--- src/debug_pkg.sv ---
`default_nettype none

package debug_pkg;

    typedef logic [7:0]  byte_t;
    typedef logic [15:0] bus_addr_t;
    typedef logic [15:0] bus_data_t;

    // every ram bank holds one bus word
    localparam int BANK_WIDTH = 16;

    localparam byte_t CHAR_R  = 8'h52;
    localparam byte_t CHAR_W  = 8'h57;
    localparam byte_t CHAR_D  = 8'h44;
    localparam byte_t CHAR_CR = 8'h0D;
    localparam byte_t CHAR_LF = 8'h0A;

    typedef enum logic [1:0] {
        PARSE_IDLE,
        PARSE_READ,
        PARSE_WRITE
    } parse_state_e;

    // only upper-case digits are accepted
    function automatic logic is_hex_char(byte_t c);
        return ((c >= 8'h30) && (c <= 8'h39)) || ((c >= 8'h41) && (c <= 8'h46));
    endfunction

    function automatic logic [3:0] hex_to_nibble(byte_t c);
        byte_t v;
        v = (c <= 8'h39) ? (c - 8'h30) : (c - 8'h37);
        return v[3:0];
    endfunction

    function automatic byte_t nibble_to_hex(logic [3:0] n);
        return (n < 4'd10) ? (8'h30 + {4'h0, n}) : (8'h37 + {4'h0, n});
    endfunction

endpackage

`default_nettype wire

--- src/uart_rx.sv ---
`default_nettype none

module uart_rx
    import debug_pkg::*;
#(
    parameter int CLOCKS_PER_BAUD = 8
) (
    input  wire   clk,
    input  wire   rst_i,
    input  wire   rx_i,
    output byte_t rx_byte_o,
    output logic  rx_valid_o
);

    localparam int CNT_W = $clog2(2 * CLOCKS_PER_BAUD);
    localparam logic [3:0] BIT_IDLE = 4'd0;
    localparam logic [3:0] BIT_STOP = 4'd9;

    logic             rx_meta;
    logic             rx_sync;
    logic [3:0]       bit_idx;
    logic [CNT_W-1:0] baud_cnt;

    // two-flop synchronizer, line idles high
    always_ff @(posedge clk) begin
        if (rst_i) begin
            rx_meta <= 1'b1;
            rx_sync <= 1'b1;
        end else begin
            rx_meta <= rx_i;
            rx_sync <= rx_meta;
        end
    end

    always_ff @(posedge clk) begin
        if (rst_i) begin
            bit_idx    <= BIT_IDLE;
            baud_cnt   <= '0;
            rx_valid_o <= 1'b0;
        end else begin
            rx_valid_o <= 1'b0;
            if (bit_idx == BIT_IDLE) begin
                if (!rx_sync) begin
                    // skip the start bit and land mid-way into data bit 0
                    bit_idx  <= 4'd1;
                    baud_cnt <= CNT_W'(CLOCKS_PER_BAUD + CLOCKS_PER_BAUD / 2 - 1);
                end
            end else if (baud_cnt == '0) begin
                baud_cnt <= CNT_W'(CLOCKS_PER_BAUD - 1);
                if (bit_idx == BIT_STOP) begin
                    bit_idx    <= BIT_IDLE;
                    rx_valid_o <= 1'b1;
                end else begin
                    bit_idx <= bit_idx + 4'd1;
                end
            end else begin
                baud_cnt <= baud_cnt - 1'b1;
            end
        end
    end

    // data bits arrive lsb first
    always_ff @(posedge clk) begin
        if ((bit_idx != BIT_IDLE) && (bit_idx != BIT_STOP) && (baud_cnt == '0)) begin
            rx_byte_o <= {rx_sync, rx_byte_o[7:1]};
        end
    end

endmodule

`default_nettype wire

--- config.mk ---
export PLATFORM = sky130hd
export DESIGN_NAME = uart_rx
export DESIGN_NICKNAME = d
export VERILOG_FILES = /design/src/debug_pkg.sv /design/src/uart_rx.sv
export SDC_FILE = /design/constraint.sdc
export NUM_CORES = 1
export LEC_CHECK = 0
export BUFFER_PORTS_ARGS = -buffer_cell sky130_fd_sc_hd__buf_2
export CAP_MARGIN = 20
export CORE_ASPECT_RATIO = 0.75
export CORE_UTILIZATION = 35
export DETAILED_ROUTE_END_ITERATION = 8
export GPL_ROUTABILITY_DRIVEN = 1
export GPL_TIMING_DRIVEN = 0
export PLACE_DENSITY_LB_ADDON = 0.15
export SETUP_SLACK_MARGIN = 0.02
export SLEW_MARGIN = 40
export SYNTH_ARGS = -nofsm -noshare
export SYNTH_HDL_FRONTEND = slang
export SYNTH_SLANG_ARGS = --single-unit
--- constraint.sdc ---
create_clock -name clk -period 5.1 [get_ports clk]
set_input_delay 0.255 -clock clk [delete_from_list [all_inputs] [get_ports clk]]
set_output_delay 0.255 -clock clk [all_outputs]
set_load 0.02 [all_outputs]
* After elaboration in Yosys (flattened, before gate mapping)
Cells that the tools add are included.
Storage, ports and cells: bits in writable memories 0, bits in registers 19, bits of input ports 3, latch bits 0, bits in read-only memories 0, memories kept 0, logic and storage cells 28
Operators by class: equal/unequal tests 3, bitwise operators 1, multiplexer cells 8, shift operators 0, reductions and logical operators 8, $lt $le $gt $ge 0, $mul 0, add/subtract/negate cells 2, div/mod/pow operators 0
Operators with widths (number):
- two-way mux 4 bit | 7
- zero test 4 bit | 2
- adder 4 x 1 -> 4 bit (second input constant) | 1
- equality test 4 bit (second input constant) | 1
- inequality test 4 bit (second input constant) | 1
- nonzero test 4 bit | 1
- subtractor 4 x 1 -> 4 bit (second input constant) | 1
- OR reduction 3 bit | 1
- logical AND 1 bit | 2
- inequality test 2 bit (second input constant) | 1
- AND reduction 2 bit | 1
- nonzero test 2 bit | 1
- two-way mux 1 bit | 1
- inverter 1 bit | 1

* Depth between registers and ports, before layout
Gate-level depths: netlist of run 1.
depth in word-level cells 4, mapped depth 6

* Worst setup path before layout of run 1
Ideal clock, no wire load.
path kind register to register, start reg baud_cnt[0], end reg rx_byte_o[0], enable pin, period minus slack after synthesis 1.697 ns, data required time 4.789 ns, path slack 3.403 ns, library setup time 0.311 ns, cell stages (with the launch flop) 5, arrival time 1.386 ns, path through dfxtp_1 inv_1 ha_1 nor3b_1 and3_2
Between the ends: word-level cells in the longest chain between the ends 2
RTL lines:
- start, declared | line uart_rx.sv:22 | logic [CNT_W-1:0] baud_cnt;
- start signal, assigned | line uart_rx.sv:46 | baud_cnt <= CNT_W'(CLOCKS_PER_BAUD + CLOCKS_PER_BAUD / 2 - 1);
- start signal, assigned | line uart_rx.sv:49 | baud_cnt <= CNT_W'(CLOCKS_PER_BAUD - 1);
- start signal, assigned | line uart_rx.sv:57 | baud_cnt <= baud_cnt - 1'b1;
- zero test 4 bit | line uart_rx.sv:64 | if ((bit_idx != BIT_IDLE) && (bit_idx != BIT_STOP) && (baud_cnt == '0)) begin
- logical AND 1 bit | line uart_rx.sv:64
- end signal, assigned | line uart_rx.sv:65 | rx_byte_o <= {rx_sync, rx_byte_o[7:1]};
- end, declared | line uart_rx.sv:11 | output byte_t rx_byte_o,
No other way between the ends. A chain may end at the register's enable or synchronous reset.

* Worst setup path after layout of run 1
start reg baud_cnt[0], end reg rx_byte_o[7], enable pin
The elaborated chain is that of the path after synthesis.

==> flow_summary.yaml, run 1 <==
worst_hold_path:
  whs_endpoint: "rx_meta"
  min_delay_path_depth: 2
  hp-start: "rx_i"
  hold_class: "input port to flop"
critical_path:
  reg2reg_depth: 4
  reg2reg_to: "rx_byte_o[7]"
  critPathLaunchType: "flop"
  worstSetupPathType: "flop to flop"
  cpMaxStageDelayCell: "nor3b_1"
  path_cells: "inv_1 -> ha_1 -> nor3b_1 -> and3_2"
  cpPeakStageDelay_ns: 0.69
  r2r_start: "baud_cnt[0]"
  required_ns: 5.10
  cp.arrival_ns: 2.06
  end_kind: "flop"
  rrSetupSlack_ns: 3.04
  cp_max_fo: 8
clocking:
  cts-resized-gates: 0
  clockBufferDepth: 2
  cts_buffers: 3
  htreeDepth: 1
  clkTransAtPathRegs_ns: 0.10
  clock-sinks: 19
  postCtsSetupBuffers: 0
  cts_tree: "yes"
  postCtsHoldBufs: 0
  clock-root-buffer: "clkbuf_4"
  insertion_delay_ns: 0.29
cells_and_area:
  antenna_cells: 0
  area_delta_synth_final_pct: 14.7
  fin_util_pct: 45.1
  nets: 95
  final_layout_size_suffix_gt1_share_pct: 27.6
floorplanning:
  core_area_sq_um: 2120
  die_x_um: 58.3
  die_area_sq_um: 2580
  die-height_um: 44.3
  rows: 14
  io_pins: 12
  start_util_pct: 39.3
detailed_routing:
  post-route-drc-count: 0
  routed_wirelength_um: 1360
  drtAntennaViolNets: 0
  vias_per_cell: 4.92
  vias: 586
  drt_iter0_markers: 13
  dr.pass1.iters: 4
  wl_per_cell_um: 11.4
synthesis:
  synth.largest_area_cell: "edfxtp_1"
  async_flop_share_pct: 0
  syn_inst: 72
  synth_seq_cells: 19
  ys_types: 31
  synthesis.area_sq_um: 833
  ys_top_cells_by_count: "11 x dfxtp_1, 8 x edfxtp_1, 6 x inv_1"
  synth_nets: 79
  yosysSeqAreaShare_pct: 55.3
  synth_area_leaders: "edfxtp_1 29%, dfxtp_1 26%, ha_1 6.0%"
  synth_area_per_cell_sq_um: 11.6
  yosys_warnings: 0
  synth_edf_count: 8
  synth_top_area_share_pct: 28.8
  synthFlopType: "dfxtp_1"
  synth.most_common_cell: "dfxtp_1"
grt:
  antenna_found_initial: 0
  grt_pass1_wl_um: 2410
  grt_overflow: 0
  grt_usage_pct: 12.8
  grt_max_degree: 12
  grt_pass1_vias: 521
pwr:
  peakVddDrop_mv: 0.157
  power.density_nw_per_um2: 355
  p_leak_nw: 0.350
timing:
  timing.slew.headroom_pct: 46.6
  rsz0062_at_grt: "false"
  clock.fmax_ghz: 0.486
  worst_pin_slew_ns: 0.799
  hold_violations: 0
  fin_crit_ns: 2.06
  skew_ns: 0.00190
  maxSlewViolCount: 0
  fin_crit_sh_pct: 40.3
  setup_tns_ns: 0
  setup_viol: 0
place:
  dp_hpwl_um: 1010
  gp_congestion: 0.763
  portBuffers: 11
outcome:
  status: "finished clean"
flow_run:
  cap_violations: 0
-- metrics by stage --
stage          total power (W)  std cells  setup WS, ns  instance area (sq um)  hold slack [ns]
2_1_floorplan         0.000248         72          3.40                    833            0.359
3_3_place_gp          0.000268        115          3.03                    928            0.396
3_5_place_dp          0.000269        115          3.05                    928            0.399
4_1_cts               0.000344        119          3.04                    956            0.121
5_1_grt               0.000361        119          2.88                    956            0.114
6_report              0.000340        119          3.04                    956            0.136
-- kinds of logic after synthesis --
group	count (synthesis)	synth area share, %
flops	19	55.3
compound gates	17	14.4
fa+ha+maj	4	6.01
simple gates	22	17.3
buf+inv	9	5.86
mux	1	1.20
-- cells in the final DEF, fill, tap and decap left out, types with 2 or more instances in the layout --
master	n
buf_2	11
buf_6	2
or2_2	2
ha_1	4
dfxtp_1	11
clkbuf_4	3
edfxtp_1	8
nand2_1	2
nor3b_1	2
a211oi_1	3
a311oi_1	2
nor3_1	4
a21oi_1	5
inv_1	6
nand4_1	2
o21ai_0	2
-- area by class of cell --
cell class / instances / area [sq um]
clock inverters: 1 / 5.00
clock buffers: 3 / 22.5
flip-flops and latches: 19 / 460
repair buffers: 11 / 55.1
multi-input cells: 44 / 324
inverters: 6 / 22.5
plain buffers: 3 / 26.3
fillers: 207 / 1160
well taps: 32 / 40.0
-- critical path, delay by kind of cell (launching register included) --
family,cells,cell delay (ns)
simple gates,2,1.12
fa+ha+maj,1,0.23
flops,1,0.32
buf+inv,1,0.09
-- per-layer routing --
metal,part of all wire [%],global-route usage [%],wire (um),up-vias
li1,-,-,-,300
met1,55,18.3,750,272
met2,40,17.2,541,11
met3,4.5,5.26,61,3
met4,0.59,4.29,8,0
met5,0,0,0,-
-- where the power goes --
group / internal (W) / switching, W / total, W
clock: 0.0000292 / 0.0000443 / 0.0000735
sequential: 0.000175 / 0.00000910 / 0.000184
combinational: 0.0000331 / 0.0000492 / 0.0000823
total: 0.000237 / 0.000103 / 0.000340
-- worst max-delay path by stage --
stage / end / slack (ns) / start / cells past startpoint
final: rx_byte_o[7] / 3.04 / baud_cnt[0] / 4
after floorplan: rx_byte_o[0] / 3.40 / baud_cnt[0] / 4
after CTS: rx_byte_o[3] / 3.04 / baud_cnt[0] / 4
after global routing: rx_byte_o[2] / 2.88 / baud_cnt[0] / 4
after global placement: rx_byte_o[7] / 3.03 / baud_cnt[0] / 4
after detailed placement: rx_byte_o[6] / 3.05 / baud_cnt[0] / 4
-- sequential cells by signal (all words and copies together) (netlist names) --
register	flops
bit_idx	4
rx_byte_o	8
rx_sync	1
rx_valid_o	1
rx_meta	1
baud_cnt	4
Power figures use the tool's default switching activity.
==> inputs of run 2 (changes only) <==
Clock period 5.1 ns to 2.1 ns, I/O delays scaled along.
==> flow_summary.yaml, run 2 (synthesized netlist as in run 1, its figures left out) <==
outcome:
  status: "finished clean"
cells_and_area:
  top_register: "rx_byte_o"
  fillerInstances: 205
  nets: 96
  largest_register_ffs: 8
  antenna_cells: 0
  largestRegisters: "rx_byte_o (8), baud_cnt (4), bit_idx (4)"
  area_delta_synth_final_pct: 16.5
  fin_cells: 120
  fin_area_sq_um: 971
  final_layout_size_suffix_gt1_share_pct: 28.4
  final_cell_mix: "11 x dfxtp_1, 11 x buf_2, 8 x edfxtp_1, 6 x inv_1, 5 x a21oi_1"
timing:
  fin_crit_ns: 1.77
  skew_ns: 0.00153
  timing.slew.headroom_pct: 55.0
  fin_crit_sh_pct: 84.2
  worst_slack_ns: 0.331
  clock.fmax_ghz: 0.565
  rsz0062_at_grt: "false"
  setup_viol: 0
  setup_tns_ns: 0
  hold_violations: 0
  maxSlewViolCount: 0
  worst_pin_slew_ns: 0.665
detailed_routing:
  vias_per_cell: 4.94
  drtAntennaViolNets: 0
  post-route-drc-count: 0
  top_layer: "met4"
  vias: 593
  drt_iter0_markers: 13
  dr.pass1.iters: 4
  wl_met3_um: 61
  routed_wirelength_um: 1390
  dr_wl_met2_um: 565
  wl_per_cell_um: 11.6
  m1WireLength_um: 755
clocking:
  clock-sinks: 19
  htreeDepth: 1
  clkTransAtPathRegs_ns: 0.10
  cts_buffers: 3
  insertion_delay_ns: 0.29
  cts_tree: "yes"
  clockBufferDepth: 2
  clock-root-buffer: "clkbuf_4"
place:
  placed_area_sq_um: 928
  portBuffers: 11
  dp.cells: 115
  pre_cts_slack_ns: 0.0540
  dp_hpwl_um: 1010
  gp_congestion: 0.763
critical_path:
  cp.arrival_ns: 1.77
  cpPeakStageDelay_ns: 0.45
  required_ns: 2.10
  cp_max_fo: 8
  cp_top_family: "simple AND/OR/NAND/NOR gates"
  rrSetupSlack_ns: 0.33
  worstSetupPathType: "flop to flop"
  cp.buffers_inverters: 1
  path_cells: "inv_1 -> ha_1 -> nor3b_2 -> and3_2"
  end_kind: "flop"
  cpMaxStageDelayCell: "nor3b_2"
  critPathLaunchType: "flop"
grt:
  grt_pass1_wl_um: 2440
  grt_pass1_vias: 533
  grt_usage_pct: 12.9
  grt_overflow: 0
  grt_max_degree: 12
  antenna_found_initial: 0
floorplanning:
  core_area_sq_um: 2120
  die_x_um: 58.3
  die-height_um: 44.3
  io_pins: 12
  die_area_sq_um: 2580
  rows: 14
  start_util_pct: 39.3
pwr:
  switchingPower_w: 0.000250
  power_w: 0.000830
  p_sw_share_pct: 30.2
  seq_power_share_pct: 54.0
  peakVddDrop_mv: 0.387
  p_int_w: 0.000579
  p_comb_share_pct: 24.5
  p_leak_nw: 0.357
  pwr-share-clk_pct: 21.5
  power.density_nw_per_um2: 855
flow_run:
  cap_violations: 0
worst_hold_path:
  hold_class: "input port to flop"
## run 2: path summary, 6_finish.rpt
kind / startpoint / end / depth (start not counted)
setup reg to reg: baud_cnt[0] / rx_byte_o[3] / 4
hold / removal: rst_i / bit_idx[1] / 3
hold reg to reg: rx_meta / rx_sync / 1
setup / recovery: baud_cnt[0] / rx_byte_o[3] / 4
## run 2: timing repair
action                                  CTS  global route
hold buffers                              1             0
hold endpoints to repair                  1             0
endpoints found under the setup margin    0             8
buffers inserted                          0             0
gates resized for setup                   0             1
## run 2: metal layers
layer,track usage [%],up-vias
met5,0,-
met4,4.29,0
met3,5.26,3
met2,17.7,11
met1,18.3,277
li1,-,302
## run 2: final cells by class
class                   count  area, sq um  share of cell area [%]
inverters                   6         22.5                    2.32
plain buffers               3         26.3                    2.71
multi-input cells          44          329                    33.9
clock buffers               3         22.5                    2.32
flip-flops and latches     19          460                    47.4
well taps                  32         40.0                    4.12
repair buffers             12         65.1                    6.70
clock inverters             1         5.00                   0.515
## run 2: worst register-to-register path: cells and delay by family, from the launching register on
family	cells	cell delay [ns]
fa+ha+maj	1	0.23
buf+inv	1	0.09
flops	1	0.32
simple gates	2	0.84
## run 2: through the flow
step	utilization, %	hold slack, ns
2_1_floorplan	-	0.209
3_3_place_gp	43.8	0.290
3_5_place_dp	43.8	0.291
4_1_cts	45.6	0.109
5_1_grt	45.8	0.124
6_report	45.8	0.116
## run 2: power groups by stage
stage	clock, W	combinational, W	sequential [W]
CTS	0.000189	0.000201	0.000447
floorplan	0	0.000136	0.000468
global placement	0	0.000198	0.000453
detailed placement	0	0.000198	0.000455
finish	0.000178	0.000204	0.000448
global route	0.000200	0.000229	0.000452
==> inputs of run 3 (changes only) <==
Settings changed: ABC_AREA set to 1.
Clock period 2.1 ns to 1.63 ns, I/O delays scaled along.
==> flow_summary.yaml, run 3 <==
floorplanning:
  die_area_sq_um: 2720
  rows: 15
  die_x_um: 59.9
  start_util_pct: 37.5
  io_pins: 12
  die-height_um: 45.4
  core_area_sq_um: 2350
synthesis:
  ys_types: 21
  synth_nets: 99
  synthesis.area_sq_um: 881
  synth.most_common_cell: "inv_1"
  synth_seq_cells: 19
  async_flop_share_pct: 0
  synth_area_leaders: "edfxtp_1 27%, dfxtp_1 25%, inv_1 6.4%"
  synth_top_area_share_pct: 27.3
  synth.largest_area_cell: "edfxtp_1"
  synth_edf_count: 8
  yosys_warnings: 0
  ys_top_cells_by_count: "15 x inv_1, 12 x nand2_1, 11 x dfxtp_1"
  synth_area_per_cell_sq_um: 9.57
  synthFlopType: "dfxtp_1"
  syn_inst: 92
  yosysSeqAreaShare_pct: 52.3
cells_and_area:
  fillerInstances: 244
  final_common_cell: "inv_1"
  antenna_cells: 0
  fin_area_sq_um: 1040
  top_register: "rx_byte_o"
  final_layout_size_suffix_gt1_share_pct: 28.4
  largestRegisters: "rx_byte_o (8), baud_cnt (4), bit_idx (4)"
  largest_register_ffs: 8
  area_delta_synth_final_pct: 17.8
  final_cell_mix: "15 x inv_1, 12 x nand2_1, 11 x buf_2, 10 x nand3_1, 10 x dfxtp_1"
  fin_util_pct: 44.2
  nets: 117
critical_path:
  path_cells: "inv_1 -> ha_1 -> nand2_8 -> nand2_2 -> nor2_4 -> buf_12"
  required_ns: 1.65
  worstSetupPathType: "flop to flop"
  rrSetupSlack_ns: 0.13
  cpMaxStageDelayCell: "dfxtp_1"
  cp_max_fo: 10
  reg2reg_depth: 6
  cp.arrival_ns: 1.52
  end_kind: "flop"
  critPathLaunchType: "flop"
  cpPeakStageDelay_ns: 0.40
clocking:
  clockBufferDepth: 2
  clock-root-buffer: "clkbuf_4"
  htreeDepth: 1
  insertion_delay_ns: 0.30
  cts_tree: "yes"
  clock-sinks: 19
  cts_buffers: 3
  clkTransAtPathRegs_ns: 0.11
timing:
  hold_violations: 0
  fin_crit_sh_pct: 91.9
  skew_ns: 0.00553
  timing.slew.headroom_pct: 82.7
  rsz0062_at_grt: "false"
  worst_pin_slew_ns: 0.260
  setup_tns_ns: 0
  maxSlewViolCount: 0
  setup_viol: 0
  clock.fmax_ghz: 0.668
  fin_crit_ns: 1.50
detailed_routing:
  wl_per_cell_um: 9.61
  post-route-drc-count: 0
  drtAntennaViolNets: 0
  dr.pass1.iters: 5
  routed_wirelength_um: 1370
  drt_iter0_markers: 12
  vias_per_cell: 4.38
  vias: 627
grt:
  grt_usage_pct: 12.7
  grt_pass1_wl_um: 2380
  grt_overflow: 0
  grt_max_degree: 12
  antenna_found_initial: 0
  grt_pass1_vias: 551
place:
  portBuffers: 11
  placed_area_sq_um: 978
  gp_congestion: 0.757
  dp_hpwl_um: 1040
outcome:
  status: "finished clean"
pwr:
  p_leak_nw: 0.457
  peakVddDrop_mv: 0.729
  power.density_nw_per_um2: 1740
worst_hold_path:
  hold_class: "input port to flop"
  min_delay_path_depth: 2
flow_run:
  cap_violations: 0
[run 3: changes by cell type in the layout (fill, tap and decap cells not counted), sizes merged, moves of 3 or more]
cell,previous run,this run
a211oi,3,0
nor2,0,8
nand2,2,18
nor3,4,1
nand3,1,10
inv,6,15
[run 3: cells by family after synthesis]
logic type | count (synthesis) | synth area share, %
buffers and inverters | 16 | 7.67
AO/OA/AOI/OAI | 12 | 8.10
XOR/XNOR | 1 | 0.994
flip-flops | 19 | 52.3
adder cells (fa/ha/maj) | 4 | 5.68
AND/OR/NAND/NOR | 40 | 25.3
[run 3: layer usage]
layer	part of all wire, %	routed length [um]	track usage, %
met5	0	0	0
met4	1.7	23	5.58
met3	4.1	57	5.97
met2	41	566	17.8
met1	53	726	16.8
[run 3: critical path, delay by kind of cell (launching register included)]
family	cells	cell delay (ns)
buffers and inverters	2	0.22
flip-flops	1	0.40
adder cells (fa/ha/maj)	1	0.27
AND/OR/NAND/NOR	3	0.33
[run 3: final timing paths]
path                  endpoint       start
hold reg to reg        rx_sync     rx_meta
hold / removal      bit_idx[3]       rst_i
setup / recovery  rx_byte_o[6]  bit_idx[1]
setup reg to reg  rx_byte_o[6]  bit_idx[1]
[run 3: stage by stage]
| step | instances | power (W) | worst slack, ns | hold slack [ns] |
|---|---|---|---|---|
| 4_1_cts | 142 | 0.00177 | 0.0228 | 0.0281 |
| 3_3_place_gp | 137 | 0.00151 | 0.0524 | 0.269 |
| 3_5_place_dp | 137 | 0.00152 | 0.0348 | 0.271 |
| 2_1_floorplan | 92 | 0.00135 | 0.186 | 0.144 |
| 6_report | 143 | 0.00180 | 0.133 | 0.0348 |
| 5_1_grt | 143 | 0.00197 | 0.0367 | 0.0291 |
[run 3: cell type report]
class / count / area (sq um) / share of cell area [%]
plain buffers: 1 / 11.3 / 1.09
inverters: 15 / 56.3 / 5.43
flip-flops and latches: 19 / 462 / 44.5
clock buffers: 3 / 22.5 / 2.17
clock inverters: 1 / 5.00 / 0.483
multi-input cells: 57 / 353 / 34.0
repair buffers: 13 / 85.1 / 8.20
well taps: 34 / 42.5 / 4.10
[run 3: power breakdown]
part	internal (W)	total [W]	switching [W]	leakage, nW
sequential	0.000665	0.000736	0.0000709	0.163
clock	0.0000914	0.000234	0.000143	0.0177
combinational	0.000312	0.000831	0.000519	0.276
[run 3: timing repair]
item / in CTS / in global routing
endpoints found under the setup margin: 0 / 10
hold buffers: 1 / 0
hold endpoints to repair: 1 / 0
setup buffers: 0 / 1
gates resized for setup: 0 / 1
